===== config.mk =====
export PLATFORM = sky130hd
export DESIGN_NAME = eightbit
export DESIGN_NICKNAME = d
export VERILOG_FILES = /design/src/cpu_pkg.sv /design/src/eightbit.sv /design/src/writeback.sv /design/src/exec.sv /design/src/decode.sv /design/src/fetch.sv
export SDC_FILE = /design/constraint.sdc
export NUM_CORES = 1
export LEC_CHECK = 0
export BUFFER_PORTS_ARGS = -buffer_cell sky130_fd_sc_hd__clkbuf_2
export CAP_MARGIN = 20
export CORE_UTILIZATION = 53
export DETAILED_ROUTE_END_ITERATION = 16
export GPL_TIMING_DRIVEN = 0
export HOLD_SLACK_MARGIN = 0.08
export PLACE_DENSITY = 0.75
export SLEW_MARGIN = 20
export SYNTH_ARGS = -nofsm -noshare
export SYNTH_HDL_FRONTEND = slang
export SYNTH_SLANG_ARGS = --single-unit

===== constraint.sdc =====
create_clock -name clk -period 2.64 [get_ports clk]
set_clock_uncertainty 0.15 [all_clocks]
set_input_delay 0.132 -clock clk [delete_from_list [all_inputs] [get_ports clk]]
set_output_delay 0.132 -clock clk [all_outputs]
set_load 0.02 [all_outputs]

===== src/cpu_pkg.sv =====
package cpu_pkg;

    // datapath and bus width
    localparam int data_w = 8;

    // opcodes, instruction bits 7:6
    localparam logic [1:0] op_jmp = 2'b00;
    localparam logic [1:0] op_ld  = 2'b01;
    localparam logic [1:0] op_st  = 2'b10;
    localparam logic [1:0] op_add = 2'b11;

    // data space lives at 0xE0..0xFF
    localparam logic [2:0] data_base = 3'b111;

    // sequencer states
    localparam logic [2:0] st_idle   = 3'd0; // held in reset
    localparam logic [2:0] st_fetch  = 3'd1; // issue fetch from pc
    localparam logic [2:0] st_decode = 3'd2; // wait fetch, start decode
    localparam logic [2:0] st_exec   = 3'd3; // wait decode, jump or start exec
    localparam logic [2:0] st_wb     = 3'd4; // wait exec, start writeback
    localparam logic [2:0] st_retire = 3'd5; // wait writeback

    // one instruction byte, read as a jump or as a memory op
    typedef union packed {
        struct packed {
            logic [1:0] op;
            logic [5:0] target;  // program space 0x00..0x3F
        } jmp;
        struct packed {
            logic [1:0] op;
            logic       srcdst;  // 1 = a, 0 = b
            logic [4:0] addr;    // offset into data space
        } mem;
    } inst_t;

endpackage

===== src/eightbit.sv =====
`timescale 1ns/1ps

module eightbit (
    input  logic        clk,
    input  logic        rst_n,
    input  logic [7:0]  data_in,
    output logic [7:0]  addr,
    output logic [7:0]  data_out,
    output logic        we
);

    logic [2:0]                 state;
    logic [2:0]                 state_nxt;
    logic [cpu_pkg::data_w-1:0] pc;
    logic [cpu_pkg::data_w-1:0] addr_q;

    logic                       fetch_start;
    logic                       fetch_done;
    logic [cpu_pkg::data_w-1:0] fetch_addr;
    cpu_pkg::inst_t             inst;

    logic                       decode_start;
    logic                       decode_done;
    logic [1:0]                 dec_op;
    logic [5:0]                 dec_target;
    logic [4:0]                 dec_data_addr;
    logic                       dec_srcdst;

    logic                       exec_start;
    logic                       exec_done;
    logic [cpu_pkg::data_w-1:0] exec_val;
    logic [cpu_pkg::data_w-1:0] exec_mem_addr;
    logic [cpu_pkg::data_w-1:0] exec_result;

    logic                       wb_start;
    logic                       wb_done;
    logic [cpu_pkg::data_w-1:0] a;
    logic [cpu_pkg::data_w-1:0] b;

    fetch fetch_inst (
        .clk        (clk),
        .rst_n      (rst_n),
        .start      (fetch_start),
        .pc         (pc),
        .data_in    (data_in),
        .fetch_addr (fetch_addr),
        .inst       (inst),
        .done       (fetch_done)
    );

    decode decode_inst (
        .clk        (clk),
        .rst_n      (rst_n),
        .start      (decode_start),
        .inst       (inst),
        .op         (dec_op),
        .target     (dec_target),
        .data_addr  (dec_data_addr),
        .srcdst     (dec_srcdst),
        .done       (decode_done)
    );

    exec exec_inst (
        .clk        (clk),
        .rst_n      (rst_n),
        .start      (exec_start),
        .op         (dec_op),
        .data_addr  (dec_data_addr),
        .val        (exec_val),
        .data_in    (data_in),
        .mem_addr   (exec_mem_addr),
        .mem_data   (data_out),
        .we         (we),
        .result     (exec_result),
        .done       (exec_done)
    );

    writeback writeback_inst (
        .clk        (clk),
        .rst_n      (rst_n),
        .start      (wb_start),
        .srcdst     (dec_srcdst),
        .val        (exec_result),
        .a          (a),
        .b          (b),
        .done       (wb_done)
    );

    assign exec_val = dec_srcdst ? a : b;  // operand for store and add

    // strobes and next state
    always_comb begin
        state_nxt    = state;
        fetch_start  = 1'b0;
        decode_start = 1'b0;
        exec_start   = 1'b0;
        wb_start     = 1'b0;
        case (state)
            cpu_pkg::st_idle: begin
                state_nxt = cpu_pkg::st_fetch;
            end
            cpu_pkg::st_fetch: begin
                fetch_start = 1'b1;
            end
            cpu_pkg::st_decode: begin
                decode_start = fetch_done;
                if (fetch_done) begin
                    state_nxt = cpu_pkg::st_exec;
                end
            end
            cpu_pkg::st_exec: begin
                if (decode_done) begin
                    if (dec_op == cpu_pkg::op_jmp) begin
                        state_nxt = cpu_pkg::st_fetch; // pc reloads at this edge
                    end else begin
                        exec_start = 1'b1;
                        state_nxt  = cpu_pkg::st_wb;
                    end
                end
            end
            cpu_pkg::st_wb: begin
                if (exec_done) begin
                    if (dec_op == cpu_pkg::op_st) begin
                        fetch_start = 1'b1;  // store retires here
                    end else begin
                        wb_start  = 1'b1;
                        state_nxt = cpu_pkg::st_retire;
                    end
                end
            end
            cpu_pkg::st_retire: begin
                fetch_start = wb_done;
            end
            default: begin
                state_nxt = cpu_pkg::st_idle;
            end
        endcase
        if (fetch_start) begin
            state_nxt = cpu_pkg::st_decode;
        end
    end

    always_ff @(posedge clk) begin
        if (!rst_n) begin
            state <= cpu_pkg::st_idle;
            pc    <= '0;
        end else begin
            state <= state_nxt;
            if (decode_done && state == cpu_pkg::st_exec) begin
                if (dec_op == cpu_pkg::op_jmp) begin
                    pc <= {2'b00, dec_target};
                end else begin
                    pc <= pc + 1'b1;  // ready before the next fetch
                end
            end
        end
    end

    // bus address, held between unit accesses
    always_comb begin
        if (fetch_start) begin
            addr = fetch_addr;
        end else if (exec_start) begin
            addr = exec_mem_addr;
        end else begin
            addr = addr_q;
        end
    end

    always_ff @(posedge clk) begin
        if (!rst_n) begin
            addr_q <= '0;
        end else begin
            addr_q <= addr;
        end
    end

endmodule


===== src/writeback.sv =====
`timescale 1ns/1ps

module writeback (
    input  logic                        clk,
    input  logic                        rst_n,
    input  logic                        start,
    input  logic                        srcdst,
    input  logic [cpu_pkg::data_w-1:0]  val,
    output logic [cpu_pkg::data_w-1:0]  a,
    output logic [cpu_pkg::data_w-1:0]  b,
    output logic                        done
);

    // register file of two, cleared on reset
    always_ff @(posedge clk) begin
        if (!rst_n) begin
            a <= '0;
            b <= '0;
        end else if (start) begin
            if (srcdst) begin
                a <= val;
            end else begin
                b <= val;
            end
        end
    end

    always_ff @(posedge clk) begin
        if (!rst_n) begin
            done <= 1'b0;
        end else begin
            done <= start;
        end
    end

endmodule


===== src/exec.sv =====
`timescale 1ns/1ps

module exec (
    input  logic                        clk,
    input  logic                        rst_n,
    input  logic                        start,
    input  logic [1:0]                  op,
    input  logic [4:0]                  data_addr,
    input  logic [cpu_pkg::data_w-1:0]  val,
    input  logic [cpu_pkg::data_w-1:0]  data_in,
    output logic [cpu_pkg::data_w-1:0]  mem_addr,
    output logic [cpu_pkg::data_w-1:0]  mem_data,
    output logic                        we,
    output logic [cpu_pkg::data_w-1:0]  result,
    output logic                        done
);

    logic [cpu_pkg::data_w-1:0] sum;

    // data space is the top 32 bytes
    assign mem_addr = {cpu_pkg::data_base, data_addr};

    // store value goes straight out with the strobe
    assign mem_data = val;
    assign we       = start && (op == cpu_pkg::op_st);

    assign sum = val + data_in;  // wraps at 8 bits

    always_ff @(posedge clk) begin
        if (start) begin
            case (op)
                cpu_pkg::op_ld: begin
                    result <= data_in;
                end
                cpu_pkg::op_add: begin
                    result <= sum;
                end
                default: begin
                    result <= val;  // store echoes the written byte
                end
            endcase
        end
    end

    always_ff @(posedge clk) begin
        if (!rst_n) begin
            done <= 1'b0;
        end else begin
            done <= start;
        end
    end

endmodule


===== src/decode.sv =====
`timescale 1ns/1ps

module decode (
    input  logic            clk,
    input  logic            rst_n,
    input  logic            start,
    input  cpu_pkg::inst_t  inst,
    output logic [1:0]      op,
    output logic [5:0]      target,
    output logic [4:0]      data_addr,
    output logic            srcdst,
    output logic            done
);

    logic is_jmp;

    // opcode sits in the same bits for both views
    assign is_jmp = (inst.jmp.op == cpu_pkg::op_jmp);

    always_ff @(posedge clk) begin
        if (!rst_n) begin
            op   <= cpu_pkg::op_jmp;
            done <= 1'b0;
        end else begin
            done <= start;
            if (start) begin
                op <= inst.jmp.op;
            end
        end
    end

    // fields kept until the next start
    always_ff @(posedge clk) begin
        if (start) begin
            if (is_jmp) begin
                target <= inst.jmp.target;
            end else begin
                srcdst    <= inst.mem.srcdst;
                data_addr <= inst.mem.addr;
            end
        end
    end

endmodule


===== src/fetch.sv =====
`timescale 1ns/1ps

module fetch (
    input  logic                        clk,
    input  logic                        rst_n,
    input  logic                        start,
    input  logic [cpu_pkg::data_w-1:0]  pc,
    input  logic [cpu_pkg::data_w-1:0]  data_in,
    output logic [cpu_pkg::data_w-1:0]  fetch_addr,
    output cpu_pkg::inst_t              inst,
    output logic                        done
);

    // the top only routes this onto the bus while start is high
    assign fetch_addr = pc;

    // memory answers in the same cycle, so the byte is there at the edge
    always_ff @(posedge clk) begin
        if (start) begin
            inst <= data_in;
        end
    end

    always_ff @(posedge clk) begin
        if (!rst_n) begin
            done <= 1'b0;
        end else begin
            done <= start;  // one cycle latency
        end
    end

endmodule


==> impl_table.tex <==
\begin{tabular}{lr}
\hline
Metric & Value \\
\hline
\multicolumn{2}{l}{\textbf{Outcome}} \\
Status & finished, final reports clean \\
\multicolumn{2}{l}{\textbf{Logic synthesis}} \\
Fraction of post-synthesis cell area in the top cell type by area & between 20 and 30\% \\
Synth async-reset ratio & 0\% \\
Mean post-synth cell area & about 11 sq um \\
Post-synth net total & between 300 and 400 \\
Number of distinct library cell variants in the gate-level netlist after synthesis & 56 \\
Warnings, synthesis & 0 \\
Mapped Area & 3290 sq um \\
Main synth FF type & sky130\_fd\_sc\_hd\_\_dfxtp\_1 \\
Sequential element share of the synthesized area & 50.5\% \\
Post-Synthesis Cells & a little over 300 \\
Number of enable flip-flop cells after synthesis & 28 \\
Leading cell types by total area after synthesis & sky130\_fd\_sc\_hd\_\_edfxtp\_1 26\%, sky130\_fd\_sc\_hd\_\_dfxtp\_1 25\%, sky130\_fd\_sc\_hd\_\_mux2i\_1 8.2\%, sky130\_fd\_sc\_hd\_\_nor2\_1 5.6\%, sky130\_fd\_sc\_hd\_\_ha\_1 3.0\% \\
Leading area contributor after synthesis & sky130\_fd\_sc\_hd\_\_edfxtp\_1 \\
Flops \& latches, synth & 69 \\
\multicolumn{2}{l}{\textbf{Timing}} \\
Final-report hold violation count & 0 \\
Total setup violations reported at the end of the flow & 0 \\
Worst max-slew margin expressed relative to the limit & between 30 and 40\% \\
Number of pins with negative max-slew slack in the final report & 0 \\
Top achievable clock speed & 387 MHz \\
Shortest period the worst path allows & 2580 ps \\
Fin crit share & 97.8\% \\
Slew at the pin closest to its max-slew limit & around 950 ps \\
\multicolumn{2}{l}{\textbf{Global route}} \\
First-pass GRT wire length & roughly 12,000 microns \\
Maximum number of pins on one net before global-route repair & 18 \\
Total congestion overflow after global routing & 0 \\
Via count of the first global-routing pass & roughly 2,400 \\
Number of antenna violations at the first check in global routing & 0 \\
GRT Overall Usage & 24.1\% \\
\multicolumn{2}{l}{\textbf{Job}} \\
Number of max-cap violations & 0 \\
\multicolumn{2}{l}{\textbf{Routing}} \\
Routed vias/inst & roughly 5.7 \\
Final antenna-violating net count & 0 \\
Iteration-0 DRC Markers & roughly 190 \\
Post-detailed-route wirelength per cell & about 17 microns \\
Number of vias after detailed routing & around 2,500 \\
\# DRC & 0 \\
Total Wirelength & 7280 microns \\
Number of iterations in the first detailed-routing pass & 4 \\
\multicolumn{2}{l}{\textbf{Finish}} \\
Count of antenna diodes in the layout & 0 \\
Cell area after layout & around 4000 sq um \\
Most frequent standard cell in the layout excluding fill and tap cells & sky130\_fd\_sc\_hd\_\_nor2\_1 \\
Total number of nets in the final design & approximately 380 \\
Area growth from synthesis to final layout & 20.1\% \\
Filler cell count in the final layout & approximately 470 \\
Leading cell types in the layout, fill and taps excluded & 49 x sky130\_fd\_sc\_hd\_\_nor2\_1, 41 x sky130\_fd\_sc\_hd\_\_dfxtp\_1, 28 x sky130\_fd\_sc\_hd\_\_edfxtp\_1 \\
Ratio of cells with drive above 1 in the final layout & 24.8\% \\
\multicolumn{2}{l}{\textbf{Floorplanning}} \\
Die outline area & around 6500 sq um \\
Starting density of the core & between 50\% and 60\% \\
Core Footprint & around 6000 sq um \\
Ports placed on the boundary & 27 \\
Die extent in x & between 80 and 90 microns \\
Number of placement rows & 28 \\
Vertical die dimension & a little over 80 microns \\
\multicolumn{2}{l}{\textbf{Placed design}} \\
Cell area reported after detailed placement & roughly 3500 sq um \\
I/O Buffers & 26 \\
Final GP Congestion & about 0.84 \\
Detailed Place HPWL & approximately 4700 microns \\
\multicolumn{2}{l}{\textbf{Clocking}} \\
Clk pin slew, worst setup/hold paths & approximately 70 ps \\
CTS buffer count & 9 \\
Clock tree from TritonCTS & yes \\
Worst-skew pair later-pin latency & around 350 ps \\
Maximum clock insertion buffer count & 2 \\
Number of sinks on the clock net & roughly 70 \\
Depth of the CTS H-tree & 3 \\
Clock tree root buffer cell & sky130\_fd\_sc\_hd\_\_clkbuf\_8 \\
\multicolumn{2}{l}{\textbf{Setup path}} \\
CP arrival & $\sim$2500 ps \\
Type of destination of the critical path & flop \\
Crit start category & flop \\
Category of the most critical setup path & flop to flop \\
Required time at the endpoint of the critical path & 2590 ps \\
Highest fanout seen on the critical path & 3 \\
\multicolumn{2}{l}{\textbf{Min path}} \\
Worst min path class & flop to flop \\
\multicolumn{2}{l}{\textbf{Power}} \\
Leakage power & 1.66 nW \\
VDD IR max & around 0.49 mV \\
Ratio of total power to cell area & just over 600 nW/um\^{}2 \\
Sum of internal, switching and leakage power & 0.00246 W \\
\hline
\end{tabular}
[worst max-delay path, cell delays in order, from the launching register on]
cell and delay, ps:
sky130_fd_sc_hd__edfxtp_1 380, sky130_fd_sc_hd__buf_6 150, sky130_fd_sc_hd__mux2_4 330, sky130_fd_sc_hd__ha_4 180, sky130_fd_sc_hd__fa_2 370, sky130_fd_sc_hd__a211oi_2 210
sky130_fd_sc_hd__o21bai_1 120, sky130_fd_sc_hd__a21oi_2 170, sky130_fd_sc_hd__nand4b_1 100, sky130_fd_sc_hd__nor3b_2 170
[metal layers]
layer | GRT usage (%) | share of wire (%) | up-vias
met5 | 0 | 0 | -
met4 | 13.2 | 1.6 | 0
met3 | 4.04 | 5.7 | 11
met2 | 37.5 | 48 | 68
met1 | 32.1 | 45 | 1207
li1 | - | - | 1226
[cells in the mapped netlist, types with 3 or more instances]
library cell / number
sky130_fd_sc_hd__dfxtp_1: 41
sky130_fd_sc_hd__nor2_1: 49
sky130_fd_sc_hd__nor3_1: 3
sky130_fd_sc_hd__and2_1: 12
sky130_fd_sc_hd__edfxtp_1: 28
sky130_fd_sc_hd__nor3b_1: 4
sky130_fd_sc_hd__mux2i_1: 27
sky130_fd_sc_hd__inv_1: 3
sky130_fd_sc_hd__and3_1: 3
sky130_fd_sc_hd__nand3_1: 6
sky130_fd_sc_hd__or2_2: 3
sky130_fd_sc_hd__or2_1: 3
sky130_fd_sc_hd__nand3b_1: 3
sky130_fd_sc_hd__buf_2: 5
sky130_fd_sc_hd__buf_4: 3
sky130_fd_sc_hd__a31oi_1: 4
sky130_fd_sc_hd__o21ai_0: 15
sky130_fd_sc_hd__a21o_1: 3
sky130_fd_sc_hd__mux2_2: 7
sky130_fd_sc_hd__clkbuf_1: 6
sky130_fd_sc_hd__o22ai_1: 3
sky130_fd_sc_hd__a21oi_1: 16
sky130_fd_sc_hd__a21oi_2: 7
sky130_fd_sc_hd__nand2_1: 7
sky130_fd_sc_hd__a211oi_1: 4
sky130_fd_sc_hd__ha_1: 8
[cell families after synthesis]
kind of cell	Yosys count	share of synthesized area [%]
AND/OR/NAND/NOR	109	18.6
flip-flops	69	50.5
multiplexers	35	11.1
AO/OA/AOI/OAI	64	12.6
adder cells (fa/ha/maj)	9	3.65
buffers and inverters	20	3.04
XOR/XNOR	2	0.532
[through the flow]
stage          cells  util [%]  setup TNS (ps)  setup slack (ps)  hold WS [ps]
2_1_floorplan    308         -               0              7.43          80.9
3_3_place_gp     409      59.0            -144              -144           207
3_5_place_dp     409      59.0            -208              -208           210
4_1_cts          436      65.2           -3.16             -3.16           301
5_1_grt          438      66.4           -4.42             -4.42           314
6_report         438      66.4               0              57.6           302
[path summary, 6_finish.rpt]
kind	startpoint	to	slack, ps	cells after the start
worst max-delay path	decode_inst.srcdst$_DFFE_PP_	exec_inst.result[6]$_DFFE_PP_	60	9
worst min-delay path	fetch_inst.inst[1]$_DFFE_PP_	decode_inst.data_addr[1]$_DFFE_PP_	300	0
worst max register to register	decode_inst.srcdst$_DFFE_PP_	exec_inst.result[6]$_DFFE_PP_	60	9
worst min register to register	fetch_inst.inst[1]$_DFFE_PP_	decode_inst.data_addr[1]$_DFFE_PP_	300	0
[registers in the layout, indices dropped and copies added, names as in the netlist]
register / flops
exec_inst.result: 8
decode_inst.srcdst: 1
decode_inst.op: 2
exec_inst.done: 1
decode_inst.done: 1
fetch_inst.inst: 8
decode_inst.target: 6
pc: 8
decode_inst.data_addr: 5
writeback_inst.a: 8
writeback_inst.b: 8
addr_q: 8
writeback_inst.done: 1
fetch_inst.done: 1
state: 3
[timing repair]
action / CTS / global route
setup buffers: 2 / 2
gates resized for setup: 4 / 9
hold endpoints to repair: 16 / 0
pin swaps: 2 / 5
hold buffers: 9 / 0
setup endpoints to repair: 1 / 3
[final cells by class]
class | count | area [sq um] | area share, %
well taps | 75 | 93.8 | 2.37
clock inverters | 7 | 114 | 2.88
inverters | 4 | 15.0 | 0.380
plain buffers | 16 | 85.1 | 2.15
repair buffers | 39 | 263 | 6.65
flip-flops and latches | 69 | 1660 | 42.0
multi-input cells | 219 | 1600 | 40.4
clock buffers | 9 | 124 | 3.13
[power by group]
group / internal (W) / switching (W) / total, W
Sequential: 0.00115 / 0.0000184 / 0.00117
Clock: 0.000622 / 0.000406 / 0.00103
Combinational: 0.0000987 / 0.000167 / 0.000266
Total: 0.00187 / 0.000591 / 0.00246
Power figures use the tool's default switching activity.
